File: src/design/dma_ctrl_pkg.sv
//==============================
// DMA stream control package
// Sizes, register map and shared types
//==============================
package dma_ctrl_pkg;

    // Sizes
    localparam int NUM_STREAMS  = 4;
    localparam int CHAN_W       = 2;     // Channel index width
    localparam int FRAME_SIZE_W = 16;
    localparam int ADDR_W       = 8;     // Wishbone byte address
    localparam int DATA_W       = 32;
    localparam int OFS_W        = 4;     // Register offset within a channel

    localparam logic [FRAME_SIZE_W-1:0] DEFAULT_FSIZE = 16'd32;

    // Register offsets inside one channel group
    localparam logic [OFS_W-1:0] REG_CTRL_STATUS_OFS = 4'h0;  // R: error, W: clear and width
    localparam logic [OFS_W-1:0] REG_FSIZE_OFS       = 4'h4;  // Frame size
    localparam logic [OFS_W-1:0] REG_SAMP_CNT_OFS    = 4'h8;  // W clears the count
    localparam logic [OFS_W-1:0] REG_PKT_CNT_OFS     = 4'hC;  // W clears the count

    localparam logic [DATA_W-1:0] UNMAPPED_DATA = 32'hFFFF_FFFF;

    // Control/status bit positions
    localparam int CTRL_CLEAR_BIT = 0;   // Write side, clear DMA queues
    localparam int CTRL_ERR_BIT   = 0;   // Read side, stream error
    localparam int CTRL_BUF64_BIT = 4;   // 1 = 64-bit buffer, 0 = 32-bit

    // Decoded register select
    typedef enum logic [2:0] {
        REG_CTRL_STATUS,
        REG_FSIZE,
        REG_SAMP_CNT,
        REG_PKT_CNT,
        REG_NONE
    } reg_sel_e;

    // One decoded bus access, broadcast to every channel
    typedef struct packed {
        logic              wr;      // Single-cycle write strobe
        logic [CHAN_W-1:0] chan;
        reg_sel_e          sel;
        logic [DATA_W-1:0] wdata;
    } reg_access_t;

    // Readback view of one channel
    typedef struct packed {
        logic [FRAME_SIZE_W-1:0] frame_size;
        logic                    buf64;
        logic                    err;
        logic [31:0]             samp_count;
        logic [31:0]             pkt_count;
    } chan_status_t;

    // Width of the access struct is 1 + CHAN_W + 3 + DATA_W bits
    // Width of the status struct is FRAME_SIZE_W + 2 + 64 bits

endpackage

File: src/design/dma_readback_mux.sv
//==============================
// Readback multiplexer
// Registers the addressed register word
//==============================
`timescale 1ns/1ns

module dma_readback_mux (
    input  logic                                clk,
    input  logic                                reset,
    input  logic                                read_accept,
    input  logic [dma_ctrl_pkg::CHAN_W-1:0]     rd_chan,
    input  dma_ctrl_pkg::reg_sel_e              rd_sel,
    input  dma_ctrl_pkg::chan_status_t          status [dma_ctrl_pkg::NUM_STREAMS],
    output logic [dma_ctrl_pkg::DATA_W-1:0]     dat_r
);

    localparam int DATA_W       = dma_ctrl_pkg::DATA_W;
    localparam int FRAME_SIZE_W = dma_ctrl_pkg::FRAME_SIZE_W;

    dma_ctrl_pkg::chan_status_t chan_view;
    logic [DATA_W-1:0]          rd_word;

    assign chan_view = status[rd_chan];

    always_comb begin
        rd_word = '0;
        case (rd_sel)
            dma_ctrl_pkg::REG_CTRL_STATUS: begin
                rd_word[dma_ctrl_pkg::CTRL_ERR_BIT]   = chan_view.err;
                rd_word[dma_ctrl_pkg::CTRL_BUF64_BIT] = chan_view.buf64;
            end
            dma_ctrl_pkg::REG_FSIZE: begin
                rd_word = {{(DATA_W-FRAME_SIZE_W){1'b0}}, chan_view.frame_size};
            end
            dma_ctrl_pkg::REG_SAMP_CNT: rd_word = chan_view.samp_count;
            dma_ctrl_pkg::REG_PKT_CNT:  rd_word = chan_view.pkt_count;
            default:                    rd_word = dma_ctrl_pkg::UNMAPPED_DATA;
        endcase
    end

    // Captured on the accept edge, held while ack is up
    always_ff @(posedge clk) begin
        if (reset) begin
            dat_r <= '0;
        end else if (read_accept) begin
            dat_r <= rd_word;
        end
    end

endmodule

File: src/design/dma_reg_decode.sv
//==============================
// Wishbone classic slave front end
// Address decode and single-cycle ack
//==============================
`timescale 1ns/1ns

module dma_reg_decode (
    input  logic                                clk,
    input  logic                                reset,
    input  logic                                cyc,
    input  logic                                stb,
    input  logic                                we,
    input  logic [dma_ctrl_pkg::ADDR_W-1:0]     adr,
    input  logic [dma_ctrl_pkg::DATA_W-1:0]     dat_w,
    output logic                                ack,
    output dma_ctrl_pkg::reg_access_t           access,
    output logic                                read_accept,
    output logic [dma_ctrl_pkg::CHAN_W-1:0]     rd_chan,
    output dma_ctrl_pkg::reg_sel_e              rd_sel
);

    localparam int OFS_W  = dma_ctrl_pkg::OFS_W;
    localparam int CHAN_W = dma_ctrl_pkg::CHAN_W;
    localparam int ADDR_W = dma_ctrl_pkg::ADDR_W;

    logic                   accept;
    logic [OFS_W-1:0]       ofs;
    logic [CHAN_W-1:0]      chan;
    logic                   top_zero;
    dma_ctrl_pkg::reg_sel_e sel;

    // New request only while no ack is outstanding
    assign accept = cyc && stb && !ack;

    // Address split
    assign ofs      = adr[OFS_W-1:0];
    assign chan     = adr[OFS_W+CHAN_W-1:OFS_W];
    assign top_zero = (adr[ADDR_W-1:OFS_W+CHAN_W] == '0);  // Upper field must be clear

    always_comb begin
        sel = dma_ctrl_pkg::REG_NONE;
        if (top_zero) begin
            case (ofs)
                dma_ctrl_pkg::REG_CTRL_STATUS_OFS: sel = dma_ctrl_pkg::REG_CTRL_STATUS;
                dma_ctrl_pkg::REG_FSIZE_OFS:       sel = dma_ctrl_pkg::REG_FSIZE;
                dma_ctrl_pkg::REG_SAMP_CNT_OFS:    sel = dma_ctrl_pkg::REG_SAMP_CNT;
                dma_ctrl_pkg::REG_PKT_CNT_OFS:     sel = dma_ctrl_pkg::REG_PKT_CNT;
                default:                           sel = dma_ctrl_pkg::REG_NONE;
            endcase
        end
    end

    // Broadcast write, unmapped writes dropped here
    assign access.wr    = accept && we && (sel != dma_ctrl_pkg::REG_NONE);
    assign access.chan  = chan;
    assign access.sel   = sel;
    assign access.wdata = dat_w;

    // Read side goes to the readback mux, unmapped reads included
    assign read_accept = accept && !we;
    assign rd_chan     = chan;
    assign rd_sel      = sel;

    // Every accepted request is acked for exactly one cycle
    always_ff @(posedge clk) begin
        if (reset) begin
            ack <= 1'b0;
        end else begin
            ack <= accept;
        end
    end

endmodule

File: src/design/dma_stream_ctrl.sv
//==============================
// DMA stream control register block
// Wishbone slave over four stream channels
//==============================
`timescale 1ns/1ns

module dma_stream_ctrl (
    input  logic                                    clk,
    input  logic                                    reset,
    // Wishbone classic slave
    input  logic                                    cyc,
    input  logic                                    stb,
    input  logic                                    we,
    input  logic [dma_ctrl_pkg::ADDR_W-1:0]         adr,
    input  logic [dma_ctrl_pkg::DATA_W-1:0]         dat_w,
    output logic                                    ack,
    output logic [dma_ctrl_pkg::DATA_W-1:0]         dat_r,
    // Datapath side
    input  logic [dma_ctrl_pkg::NUM_STREAMS-1:0]    packet_stb,
    input  logic [dma_ctrl_pkg::NUM_STREAMS-1:0]    sample_stb,
    input  logic [dma_ctrl_pkg::NUM_STREAMS-1:0]    stream_err,
    output logic [dma_ctrl_pkg::NUM_STREAMS-1:0]    set_clear,
    output logic [dma_ctrl_pkg::FRAME_SIZE_W-1:0]   frame_size [dma_ctrl_pkg::NUM_STREAMS],
    output logic [2:0]                              swap_lanes [dma_ctrl_pkg::NUM_STREAMS]
);

    dma_ctrl_pkg::reg_access_t              access;
    logic                                   read_accept;
    logic [dma_ctrl_pkg::CHAN_W-1:0]        rd_chan;
    dma_ctrl_pkg::reg_sel_e                 rd_sel;
    dma_ctrl_pkg::chan_status_t             status [dma_ctrl_pkg::NUM_STREAMS];

    dma_reg_decode decode_i (
        .clk         (clk),
        .reset       (reset),
        .cyc         (cyc),
        .stb         (stb),
        .we          (we),
        .adr         (adr),
        .dat_w       (dat_w),
        .ack         (ack),
        .access      (access),
        .read_accept (read_accept),
        .rd_chan     (rd_chan),
        .rd_sel      (rd_sel)
    );

    // One register group per stream
    for (genvar i = 0; i < dma_ctrl_pkg::NUM_STREAMS; i++) begin : g_stream
        dma_stream_regs #(.CHAN_ID(i)) stream_i (
            .clk        (clk),
            .reset      (reset),
            .access     (access),
            .packet_stb (packet_stb[i]),
            .sample_stb (sample_stb[i]),
            .stream_err (stream_err[i]),
            .set_clear  (set_clear[i]),
            .frame_size (frame_size[i]),
            .swap_lanes (swap_lanes[i]),
            .status     (status[i])
        );
    end

    dma_readback_mux readback_i (
        .clk         (clk),
        .reset       (reset),
        .read_accept (read_accept),
        .rd_chan     (rd_chan),
        .rd_sel      (rd_sel),
        .status      (status),
        .dat_r       (dat_r)
    );

endmodule

File: src/design/dma_stream_regs.sv
//==============================
// Per-stream settings and counters
// Frame size, buffer width, clear pulse
//==============================
`timescale 1ns/1ns

module dma_stream_regs #(
    parameter int CHAN_ID = 0  // This channel's index on the bus
) (
    input  logic                                    clk,
    input  logic                                    reset,
    input  dma_ctrl_pkg::reg_access_t               access,
    input  logic                                    packet_stb,
    input  logic                                    sample_stb,
    input  logic                                    stream_err,
    output logic                                    set_clear,
    output logic [dma_ctrl_pkg::FRAME_SIZE_W-1:0]   frame_size,
    output logic [2:0]                              swap_lanes,
    output dma_ctrl_pkg::chan_status_t              status
);

    localparam int CHAN_W       = dma_ctrl_pkg::CHAN_W;
    localparam int FRAME_SIZE_W = dma_ctrl_pkg::FRAME_SIZE_W;

    logic        hit;
    logic        buf64;
    logic [31:0] samp_count;
    logic [31:0] pkt_count;

    // Write addressed to this channel
    assign hit = access.wr && (access.chan == CHAN_W'(CHAN_ID));

    // Settings and the self-clearing queue clear
    always_ff @(posedge clk) begin
        if (reset) begin
            set_clear  <= 1'b0;
            buf64      <= 1'b1;                        // 64-bit buffer out of reset
            frame_size <= dma_ctrl_pkg::DEFAULT_FSIZE;
        end else begin
            set_clear <= 1'b0;                         // Pulse lasts one cycle
            if (hit) begin
                case (access.sel)
                    dma_ctrl_pkg::REG_CTRL_STATUS: begin
                        set_clear <= access.wdata[dma_ctrl_pkg::CTRL_CLEAR_BIT];
                        buf64     <= access.wdata[dma_ctrl_pkg::CTRL_BUF64_BIT];
                    end
                    dma_ctrl_pkg::REG_FSIZE: begin
                        frame_size <= access.wdata[FRAME_SIZE_W-1:0];
                        set_clear  <= 1'b1;            // New frame size flushes queues
                    end
                    default: begin
                    end
                endcase
            end
        end
    end

    // Strobe counters, a register write clears ahead of a strobe
    always_ff @(posedge clk) begin
        if (reset) begin
            samp_count <= '0;
            pkt_count  <= '0;
        end else begin
            if (hit && access.sel == dma_ctrl_pkg::REG_SAMP_CNT) begin
                samp_count <= '0;
            end else if (sample_stb) begin
                samp_count <= samp_count + 32'd1;
            end

            if (hit && access.sel == dma_ctrl_pkg::REG_PKT_CNT) begin
                pkt_count <= '0;
            end else if (packet_stb) begin
                pkt_count <= pkt_count + 32'd1;
            end
        end
    end

    // Only 32 and 64-bit buffers supported
    assign swap_lanes = {~buf64, 2'b00};

    assign status.frame_size = frame_size;
    assign status.buf64      = buf64;
    assign status.err        = stream_err;   // Live flag from the datapath
    assign status.samp_count = samp_count;
    assign status.pkt_count  = pkt_count;

endmodule

File: config.mk
export PLATFORM = sky130hd
export DESIGN_NAME = dma_stream_ctrl
export DESIGN_NICKNAME = d
export VERILOG_FILES = /design/src/design/dma_ctrl_pkg.sv /design/src/design/dma_readback_mux.sv /design/src/design/dma_reg_decode.sv /design/src/design/dma_stream_ctrl.sv /design/src/design/dma_stream_regs.sv
export SDC_FILE = /design/constraint.sdc
export NUM_CORES = 1
export LEC_CHECK = 0
export ABC_CLOCK_PERIOD_IN_PS = 6700
export BUFFER_PORTS_ARGS = -buffer_cell sky130_fd_sc_hd__buf_2
export CAP_MARGIN = 10
export CELL_PAD_IN_SITES_DETAIL_PLACEMENT = 2
export CELL_PAD_IN_SITES_GLOBAL_PLACEMENT = 2
export CORE_UTILIZATION = 42
export CTS_BUF_LIST = sky130_fd_sc_hd__clkbuf_8
export DETAILED_ROUTE_END_ITERATION = 16
export PLACE_DENSITY = 0.95
export REMOVE_ABC_BUFFERS = 1
export SLEW_MARGIN = 0
export SYNTH_ARGS = -nofsm -noshare
export SYNTH_HDL_FRONTEND = slang
export SYNTH_SLANG_ARGS = --single-unit
File: constraint.sdc
create_clock -name clk -period 6.7 [get_ports clk]
set_input_delay 1.34 -clock clk [delete_from_list [all_inputs] [get_ports clk]]
set_output_delay 1.34 -clock clk [all_outputs]
set_load 0.01 [all_outputs]
==> results by stage, run 1 <==
Critical path:
- The critical path contains buffers and inverters numbering 2 combined.
- The worst setup path is of the in2reg kind.
- Setup slack on the worst reg-to-reg path comes out at 3.44 ns.
- For the worst setup path, the data arrival time is 4.46 ns.
- In this design, the stage delay of the slowest critical-path cell is 0.93 ns.
- The critical path's most frequent cell is sky130_fd_sc_hd__buf_4.
- Walking the worst path, the cells encountered are buf_4 -> buf_4 -> and4b_1 -> a21o_1 -> a21oi_1.
- The worst setup path is captured at a flop.
- Of all nets on the critical path, the largest fanout is 54.
- The cell class contributing the biggest share of worst-path delay is buffers and inverters.
- The launch instance of the worst register-to-register path is decode_i.ack$_SDFF_PP0_.
- The worst register-to-register path ends at g_stream[2].stream_i.samp_count[31]$_SDFFE_PP0P_.
- The logic depth of the worst register-to-register path is 4.
- STA puts the critical path data required time at roughly 7 ns.
- The launching element type of the critical path is an input port.
- Among all stages on the critical path, the largest delay is contributed by sky130_fd_sc_hd__a21o_1.

Floorplan:
- The core region is 0.0433 mm^2.
- The initial utilization of the core area, before any placement, comes to 42.8%.
- The floorplan step set the die height to between 200 and 250 um.
- The die extent in x is 212 um.
- The count of standard-cell rows is 76.
- The number of top-level pins is 170.
- The overall die area is 0.0450 mm^2.

Placed design:
- At the end of routability-driven placement, the weighted congestion stood at 0.862.
- The number of cells in the design after placement is between 2k and 3k.
- The count of input and output buffers is ~150.
- Detailed placement ended at an HPWL of approximately 52000 um.
- At the placement stage, the worst setup path has a slack of 2.25 ns.

Synthesis:
- The share of synthesized flip-flops with an asynchronous set or reset is 0%.
- The area share of the largest cell type after synthesis is between 30% and 40%.
- Synthesis produced 2002 cells.
- The fraction of synthesized area in multiplexers is 15.9%.
- Summed over all instances, the cell type with the most area after synthesis is sky130_fd_sc_hd__dfxtp_1.
- For this run, the register share of the synthesized area comes to 39.0%.
- The synthesized design contains 361 register bits.
- The number of distinct library cells after synthesis is 48.
- Of the total synthesized cell area, the portion taken by AND, OR, NAND and NOR gates is 24.4%.
- Summing every instance area after synthesis gives 0.0185 mm^2.
- After synthesis, the cell types taking the most area are sky130_fd_sc_hd__dfxtp_1 (39%), sky130_fd_sc_hd__mux4_2 (9.7%), sky130_fd_sc_hd__mux2i_1 (6.2%), sky130_fd_sc_hd__nor2_1 (3.9%), sky130_fd_sc_hd__or4_1 (3.4%).
- The share of the synthesized area in compound gates (AO/OA/AOI/OAI) is a little under an eighth.
- For this run, the number of Yosys warnings is 0.
- The average instance area after synthesis is 9.26 um^2.
- In the synthesized netlist the dominant register cell turns out to be sky130_fd_sc_hd__dfxtp_1.
- After Yosys synthesis, XOR and XNOR cells account for 4.39% of the synthesized area.
- The number of synthesized flops with an enable pin is 0.
- Summing the areas of all fa, ha and maj instances in the mapped netlist gives 0.540% of the synthesized area.
- The main combinational cell family by area after synthesis is simple AND/OR/NAND/NOR gates.

Final layout:
- In the final design database the tool counted 2156 nets.
- In the layout the commonest cells are sky130_fd_sc_hd__dfxtp_1 (361), sky130_fd_sc_hd__nor2_1 (192), sky130_fd_sc_hd__buf_2 (143).
- Summing all multi-input logic gate instances after layout gives 0.0106 mm^2.
- The area added between synthesis and finish is 11.9%.
- The flip-flop and latch area is 0.00723 mm^2.
- Once layout is complete, the cells apart from fillers number 2719.
- The fraction of final layout cells with drive strength greater than 1 is roughly 16%.
- The library cell used most frequently in the layout, excluding fill and tap cells, is sky130_fd_sc_hd__dfxtp_1.
- The filler cells instantiated in the layout total between 4k and 5k.

Drt:
- For this run, design rule violations remaining after detail routing come to 0.
- The remaining antenna violation count is 0.
- The wire length on met1 is between 30000 and 40000 um.
- The met3 wire length is 5780 um.
- In the detailed route, the total length drawn on met2 is 43700 um.
- The detailed router placed 18.6k vias in this run.
- Using the TritonRoute via totals, the vias-per-cell ratio works out to 6.84.
- Dividing the detail-routed wire length by the instance count gives 32.2 um.
- The first routing iteration left 1543 violations.
- The routed design has 87400 um of wire.
- The highest routed metal layer is met4.
- The number of detailed-routing iterations run before antenna repair is 7.

Timing:
- At the pin with the least slew margin, the transition time is 1.28 ns.
- In the finished design, the share of the clock period the worst path needs comes to 60.2%.
- Summed over all failing endpoints, the final setup total negative slack is 0 ns.
- Hold timing on the final database bottoms out at a slack of around 0.49 ns.
- The total count of hold-check failures in the final report was 0.
- The total of endpoints with negative setup slack in the final report is 0.
- The final critical delay including setup and external delays is approximately 4.0 ns.
- The worst setup margin is ~2.7 ns.
- The max-slew violation total from the final report came to 0.
- The relative slew slack is 14.5%.
- The final setup skew is 0.0404 ns.
- The achievable frequency is 0.248 GHz.
- Setup repair after global routing left no endpoint under its margin.

CTS:
- The cts-stage hold buffer count is 0.
- The number of gates resized after cts is 0.
- The TritonCTS sink count is 361.
- The cell sitting at the root of the clock tree is a sky130_fd_sc_hd__clkbuf_8.
- The H-tree was split into 3 levels.
- The clock reaches the later pin of the worst-skew pair after 0.66 ns.
- After clock tree synthesis, the clock-pin slew on the worst setup and hold paths is 0.06 ns.
- The number of buffers inserted to repair setup after CTS is 0.
- Counting along the longest clock path gives a buffer depth of 3.
- TritonCTS built the clock tree.
- The number of buffers created by CTS is 66.

Worst hold path:
- Counting instances, the worst hold path has a depth of 2.
- The worst hold path begins at g_stream[1].stream_i.samp_count[29]$_SDFFE_PP0P_.
- The path with the worst hold slack has its endpoint at g_stream[1].stream_i.samp_count[29]$_SDFFE_PP0P_.
- In this run the worst hold path is classified as reg2reg.

Pwr:
- The share of total power dissipated in sequential elements is 48.1%.
- The proportion of total power due to net switching is 27.6%.
- Overall power consumption after layout is estimated at about 4.6 mW.
- Combinational cells account for between 5 and 6% of the total power.
- In this run, the clock network consumes 46.5% of the power.
- The peak supply drop is 0.147 mV.
- The cell internal power dissipation is 3.31 mW.
- The analysis attributes to net switching a power of roughly 1.3 mW.
- In this run the static leakage power is 7.05 nW.
- For this design the ratio of total power to cell area is 221 mW/mm^2.

Global routing:
- Global routing used between 30% and 40% of the available tracks.
- The wire length of the first global-routing pass is 132000 um.
- The initial antenna violation count is 1.
- Entering global routing, the biggest net connects 64 pins.
- The leftover overflow at the end of global routing is 0.
- The via count of the first global-routing pass is 20.6k.

Outcome:
- The run finished with clean final reports.

Job:
- The count of maximum capacitance violations is 0.
[cell usage after synthesis (8+ instances only)]
master / number
sky130_fd_sc_hd__a211oi_1: 16
sky130_fd_sc_hd__a21oi_1: 125
sky130_fd_sc_hd__a22oi_1: 32
sky130_fd_sc_hd__a31oi_1: 20
sky130_fd_sc_hd__and2_1: 12
sky130_fd_sc_hd__and3_1: 22
sky130_fd_sc_hd__and4_1: 50
sky130_fd_sc_hd__buf_1: 11
sky130_fd_sc_hd__buf_2: 34
sky130_fd_sc_hd__buf_4: 15
sky130_fd_sc_hd__clkbuf_1: 85
sky130_fd_sc_hd__dfxtp_1: 361
sky130_fd_sc_hd__ha_1: 8
sky130_fd_sc_hd__inv_1: 28
sky130_fd_sc_hd__mux2i_1: 114
sky130_fd_sc_hd__mux4_2: 80
sky130_fd_sc_hd__nand2_1: 140
sky130_fd_sc_hd__nand2b_1: 40
sky130_fd_sc_hd__nand3_1: 92
sky130_fd_sc_hd__nand4_1: 76
sky130_fd_sc_hd__nor2_1: 193
sky130_fd_sc_hd__nor3_1: 20
sky130_fd_sc_hd__nor4_1: 38
sky130_fd_sc_hd__o21ai_0: 48
sky130_fd_sc_hd__o31ai_1: 78
sky130_fd_sc_hd__or3_1: 37
sky130_fd_sc_hd__or4_1: 84
sky130_fd_sc_hd__xnor2_1: 33
sky130_fd_sc_hd__xor2_1: 60
[power by group through the flow]
stage / registers (mW) / clock network, mW / logic (mW)
floorplan: 2.24 / 0 / 0.103
global placement: 2.24 / 0 / 0.213
detailed placement: 2.24 / 0 / 0.230
CTS: 2.20 / 2.14 / 0.245
global route: 2.20 / 2.23 / 0.261
finish: 2.20 / 2.13 / 0.249
[kinds of logic (layout without fill, tap and decap cells)]
logic type / Yosys count / after routing
other cells: 1 / 9
flops: 361 / 361
compound gates: 342 / 342
xor+xnor: 93 / 93
fa+ha+maj: 8 / 8
buf+inv: 176 / 300
simple gates: 826 / 826
mux: 195 / 195
[worst reg2reg max path, cell delays in order, from the launching register on]
cell	delay, ns
sky130_fd_sc_hd__dfxtp_1	0.37
sky130_fd_sc_hd__nand4b_2	0.58
sky130_fd_sc_hd__nor2_1	0.82
sky130_fd_sc_hd__a21o_1	1.04
sky130_fd_sc_hd__a21oi_1	0.24
[metal layers]
metal  up-vias  track usage, %
li1       7706               -
met1      9543            42.6
met2      1004            68.3
met3       356            7.80
met4         0            26.0
met5         -               0
[sequential cells by signal, summed over array words and instances (netlist names)]
register and count:
readback_i.dat_r 32, g_stream.stream_i.pkt_count 128, g_stream.stream_i.buf64 4, decode_i.ack 1, g_stream.stream_i.samp_count 128, g_stream.stream_i.frame_size 64, g_stream.stream_i.set_clear 4
[how the worst max path moves through the flow]
stage,endpoint,startpoint,cells after the start
after global routing,g_stream[0].stream_i.pkt_count[28]$_SDFFE_PP0P_,adr[5],6
after CTS,g_stream[2].stream_i.pkt_count[14]$_SDFFE_PP0P_,adr[5],5
after floorplan,g_stream[0].stream_i.samp_count[28]$_SDFFE_PP0P_,adr[1],4
after detailed placement,g_stream[0].stream_i.pkt_count[31]$_SDFFE_PP0P_,adr[5],6
after global placement,g_stream[2].stream_i.pkt_count[1]$_SDFFE_PP0P_,adr[5],5
final,g_stream[2].stream_i.pkt_count[14]$_SDFFE_PP0P_,adr[5],5
[final cells by class]
type,count,area share [%]
timing repair buffer,162,4.14
clock inverter,30,0.579
inverter,28,0.507
clock buffer,80,5.31
tap,585,3.53
multi-input combinational,1472,51.1
antenna,1,0.0121
sequential,361,34.8
[per-stage QoR]
| stage | area, um^2 | utilization [%] |
|---|---|---|
| after detailed placement | 19500 | 45.1 |
| after CTS | 20700 | 47.9 |
| after floorplan | 17900 | - |
| final | 20700 | 47.9 |
| after global placement | 19500 | 45.1 |
| after global routing | 20700 | 47.9 |
Note: power is estimated with default switching activity, not from simulation.
==> run 2, diff against run 1 <==
--- a/config.mk
+++ b/config.mk
@@ -5,15 +5,16 @@
 export SDC_FILE = /design/constraint.sdc
 export NUM_CORES = 1
 export LEC_CHECK = 0
-export ABC_CLOCK_PERIOD_IN_PS = 6700
+export ABC_AREA = 1
+export ABC_CLOCK_PERIOD_IN_PS = 3300
 export BUFFER_PORTS_ARGS = -buffer_cell sky130_fd_sc_hd__buf_2
 export CAP_MARGIN = 10
 export CELL_PAD_IN_SITES_DETAIL_PLACEMENT = 2
 export CELL_PAD_IN_SITES_GLOBAL_PLACEMENT = 2
-export CORE_UTILIZATION = 42
+export CORE_UTILIZATION = 31
 export CTS_BUF_LIST = sky130_fd_sc_hd__clkbuf_8
 export DETAILED_ROUTE_END_ITERATION = 16
-export PLACE_DENSITY = 0.95
+export PLACE_DENSITY = 0.91
 export REMOVE_ABC_BUFFERS = 1
 export SLEW_MARGIN = 0
 export SYNTH_ARGS = -nofsm -noshare
==> constraint.sdc (replaced) <==
create_clock -name clk -period 3.3 [get_ports clk]
set_input_delay 0.66 -clock clk [delete_from_list [all_inputs] [get_ports clk]]
set_output_delay 0.66 -clock clk [all_outputs]
set_load 0.01 [all_outputs]
==> run 2 against run 1 <==
- hold slack got worse by 0.21 ns
- power increased by 120%
- global-route usage decreased by 2.9 points
- clock-buffer cell count increased by 10
- sequential power increased by 100%
- critical path depth increased by 3
- combinational power increased by 120%
- first-iteration DRC count increased by 29%
- sequential share of layout area decreased by 3.2 points
- clock power increased by 130%
==> results by stage, run 2 <==
Final layout:
- The commonest non-fill, non-tap cell in the layout is sky130_fd_sc_hd__nand2_1.
- The cell area after layout was 0.0228 mm^2 (+10%).
- Relative to the synthesized area, the layout overhead comes to 15.5%.
- In the layout the commonest cells are sky130_fd_sc_hd__nand2_1 (819), sky130_fd_sc_hd__nor2_1 (579), sky130_fd_sc_hd__dfxtp_1 (361).
- The area of the multi-input gates is 0.0108 mm^2 (+2.1%).
- The fraction of final layout cells with drive strength greater than 1 was 10.9% (-5.2 points).
- The largest registers in the layout are g_stream.stream_i.pkt_count: 128 flops, g_stream.stream_i.samp_count: 128 flops, g_stream.stream_i.frame_size: 64 flops.
- The flip-flop and latch area is 0.00723 mm^2 (unchanged).
- The layout filler cell count came to 7670 (+68%).
- The post-layout net count came to 3288 (+53%).

Global routing:
- The leftover overflow at the end of global routing is 0 (unchanged).
- The global-route total usage across every layer is 36.1% (-2.9 points).
- The initial antenna violation count is 13 (+12).
- The via count of the first global-routing pass is 26.8k (+30%).
- The pin count of the biggest net entering global routing is 52 (-19%).
- The wire length of the first global-routing pass is 175000 um (+32%).

Synthesis:
- In the synthesized netlist, the cells that appear most often are sky130_fd_sc_hd__nand2_1 (819), sky130_fd_sc_hd__nor2_1 (580), sky130_fd_sc_hd__dfxtp_1 (361), sky130_fd_sc_hd__inv_1 (292), sky130_fd_sc_hd__nand3_1 (190).
- The area of the mapped netlist is 0.0198 mm^2 (+6.6%).
- The cell count after synthesis was 3068 (+53%).
- Yosys attributes the largest share of cell area to sky130_fd_sc_hd__dfxtp_1 (37%), sky130_fd_sc_hd__nand2_1 (16%), sky130_fd_sc_hd__nor2_1 (11%), sky130_fd_sc_hd__inv_1 (5.5%), sky130_fd_sc_hd__nand3_1 (4.8%).
- The simple-gate portion of the synthesized area is 39.2% (+15 points).
- The largest total area in the synthesized netlist belongs to sky130_fd_sc_hd__dfxtp_1.
- The number of warnings printed during yosys synthesis is 0 (unchanged).
- The area share of the largest cell type after synthesis came to 36.6% (-2.4 points).
- The number of synthesized flops with an enable pin is 0 (unchanged).
- The share of synthesized flip-flops with an asynchronous set or reset is 0% (unchanged).
- The number of distinct library cells after synthesis was 47 (-2.1%).
- The post-synthesis register bit count is 361 (unchanged).
- The register area share after synthesis was 36.6% (-2.4 points).
- sky130_fd_sc_hd__nand2_1 is the most common cell in the netlist.
- After synthesis, the largest family of logic cells by area is simple AND/OR/NAND/NOR gates.
- The adder-cell area share of the yosys netlist is 0.507% (-0.033 points).
- The post-synthesis xor/xnor area fraction was 5.28% (+0.88 points).
- The fraction of synthesized area in multiplexers is 0% (-16 points).
- The dominant synthesized flop cell is sky130_fd_sc_hd__dfxtp_1.
- The average instance area after synthesis is 6.44 um^2 (-30%).
- The share of the synthesized area in compound gates (AO/OA/AOI/OAI) is 9.57% (-1.9 points).

Critical path:
- The worst setup path is captured at a flop.
- The highest net fanout along the worst path is 5 (-91%).
- The reg-to-reg setup timing slack is 0.56 ns (-2.88 ns).
- The endpoint of the most critical register-to-register path is g_stream[0].stream_i.samp_count[20]$_SDFFE_PP0P_.
- The worst setup path is of the reg2reg kind.
- The required time at the worst-slack endpoint is 3.84 ns (-3.28 ns).
- The critical path ends at g_stream[0].stream_i.samp_count[20]$_SDFFE_PP0P_.
- The launch instance of the worst register-to-register path is g_stream[0].stream_i.samp_count[0]$_SDFFE_PP0P_.
- The logic depth of the worst register-to-register path is 8 (+4).
- The arrival time of the worst setup path is 3.27 ns (-1.19 ns).
- The launching element type of the critical path is a flop.
- The launching element of the worst setup path is g_stream[0].stream_i.samp_count[0]$_SDFFE_PP0P_.

CTS:
- The number of buffers inserted to repair setup after CTS is 0 (unchanged).
- The number of buffers created by CTS is 70 (+6.1%).
- The level count of the clock H-tree was 3 (unchanged).
- CTS placed an instance of sky130_fd_sc_hd__clkbuf_8 at the clock tree root.
- The cts-stage hold buffer count is 0 (unchanged).
- TritonCTS built the clock tree.
- The clock transition at the registers of the reported paths is 0.07 ns (about the same).
- The clock latency reported for the late side of the worst-skew pair is 0.72 ns (+0.06 ns).
- The maximum count of clock buffers along a single path is 3 (unchanged).
- The number of gates resized after cts is 0 (unchanged).
- The TritonCTS sink count was 361 (unchanged).

Timing:
- The max-slew violation total from the final report came to 0 (unchanged).
- In the finished design, the share of the clock period the worst path needs comes to 82.9%.
- The achievable frequency is 0.365 GHz.
- The slew at the pin closest to its max-slew limit was 1.01 ns (-0.268 ns).
- The final setup skew came to 0.0557 ns (+0.0153 ns).
- The relative slew slack is 32.7% (+18 points).
- Setup repair after global routing left no endpoint under its margin.
- The total of endpoints with negative setup slack in the final report came to 0 (unchanged).
- The setup TNS is 0 ns (unchanged).
- The total count of hold-check failures in the final report is 0 (unchanged).
- The final critical delay including setup and external delays is 2.74 ns.

Placed design:
- The post-placement cell area is 0.0214 mm^2 (+9.6%).
- The routability congestion estimate is 0.921 (+6.9%).
- The post-DP HPWL is 74000 um (+42%).
- The count of input and output buffers is 145 (unchanged).

Job:
- The count of maximum capacitance violations is 0 (unchanged).

Floorplan:
- The initial standard-cell utilization of the core is 31.4% (-11 points).
- The overall die area is 0.0647 mm^2 (+44%).
- The number of top-level pins is 170 (unchanged).
- The core region area came to 0.0630 mm^2 (+46%).
- The die extent in x is 254 um (+20%).
- The count of standard-cell rows was 92 (+21%).
- The vertical die dimension was 254 um (+20%).

Drt:
- The via density per instance came to 5.85 (-15%).
- The post-detailed-route wirelength per cell came to 28.6 um (-11%).
- The DRC violations left was 0 (unchanged).
- The routed via count came to 24.1k (+29%).
- The number of detailed-routing iterations run before antenna repair came to 7 (unchanged).
- The sum of routed wire length over all layers is 118000 um (+35%).
- The number of design-rule violations left by the first detailed-router iteration was 1986 (+29%).
- The remaining antenna violation count came to 0 (unchanged).

Pwr:
- The peak supply drop is 0.271 mV (+84%).
- The static leakage is 8.46 nW (+20%).
- The power density of the placed cells was 438 mW/mm^2 (+98%).

Worst hold path:
- The number of cells on the worst hold path came to 3 (+1).
- The worst hold path belongs to the class in2reg.

Outcome:
- The run finished with clean final reports.
==> run 2: critical path, cell delays in order (launching register included) <==
cell and delay, ns:
sky130_fd_sc_hd__dfxtp_1 0.49, sky130_fd_sc_hd__ha_1 0.29, sky130_fd_sc_hd__nand2_1 0.13, sky130_fd_sc_hd__nor2_1 0.35, sky130_fd_sc_hd__nand3_1 0.15, sky130_fd_sc_hd__nor2_2 0.25
sky130_fd_sc_hd__nand2_1 0.16, sky130_fd_sc_hd__xor2_1 0.22, sky130_fd_sc_hd__nor2_1 0.51
==> run 2: worst min path at each step <==
stage                                                           from                                          endpoint
finish                                                     dat_w[11]  g_stream[0].stream_i.frame_size[11]$_SDFFE_PP0P_
global placement    g_stream[3].stream_i.samp_count[31]$_SDFFE_PP0P_  g_stream[3].stream_i.samp_count[31]$_SDFFE_PP0P_
CTS                                                        dat_w[14]  g_stream[0].stream_i.frame_size[14]$_SDFFE_PP0P_
detailed placement   g_stream[2].stream_i.pkt_count[24]$_SDFFE_PP0P_   g_stream[2].stream_i.pkt_count[24]$_SDFFE_PP0P_
floorplan            g_stream[2].stream_i.pkt_count[31]$_SDFFE_PP0P_   g_stream[2].stream_i.pkt_count[31]$_SDFFE_PP0P_
global route                                               dat_w[12]  g_stream[0].stream_i.frame_size[12]$_SDFFE_PP0P_
==> run 2: logic make-up (layout without fill, tap and decap cells) <==
logic type	Yosys count	after routing
AND/OR/NAND/NOR	1821	1821
buffers and inverters	418	614
flip-flops	361	361
adder cells (fa/ha/maj)	8	8
other	1	12
XOR/XNOR	119	119
AO/OA/AOI/OAI	340	340
==> run 2: area by class of cell <==
type	instances	share of cell area [%]
multi-input combinational	2296	47.4
timing repair buffer	184	4.85
sequential	361	31.7
inverter	310	5.13
tap	846	4.64
antenna	4	0.0439
clock buffer	90	5.43
clock inverter	30	0.833
==> run 2: metrics by stage <==
step                      utilization (%)  setup slack, ns  total power, mW  hold slack, ns  std cells
after CTS                            36.2            0.931             9.98           0.245       4117
after floorplan                         -            0.334             4.73           0.439       2967
final                                36.2            0.564             9.99           0.282       4121
after global placement               34.0            0.697             5.00           0.447       3997
after detailed placement             34.0            0.581             5.03           0.479       3997
after global routing                 36.2            0.586             10.2           0.257       4121
==> run 2: power by group <==
| part | internal, mW | switching, mW |
|---|---|---|
| Combinational | 0.130 | 0.414 |
| Clock | 2.60 | 2.40 |
| Sequential | 4.40 | 0.0497 |
| Total | 7.13 | 2.86 |
==> run 2: per-layer routing <==
layer	routed length, um	vias up	global-route usage [%]
li1	-	10100	-
met1	42400	12000	38.8
met2	55800	1282	60.7
met3	9240	615	9.28
met4	10200	12	28.0
met5	72	-	0
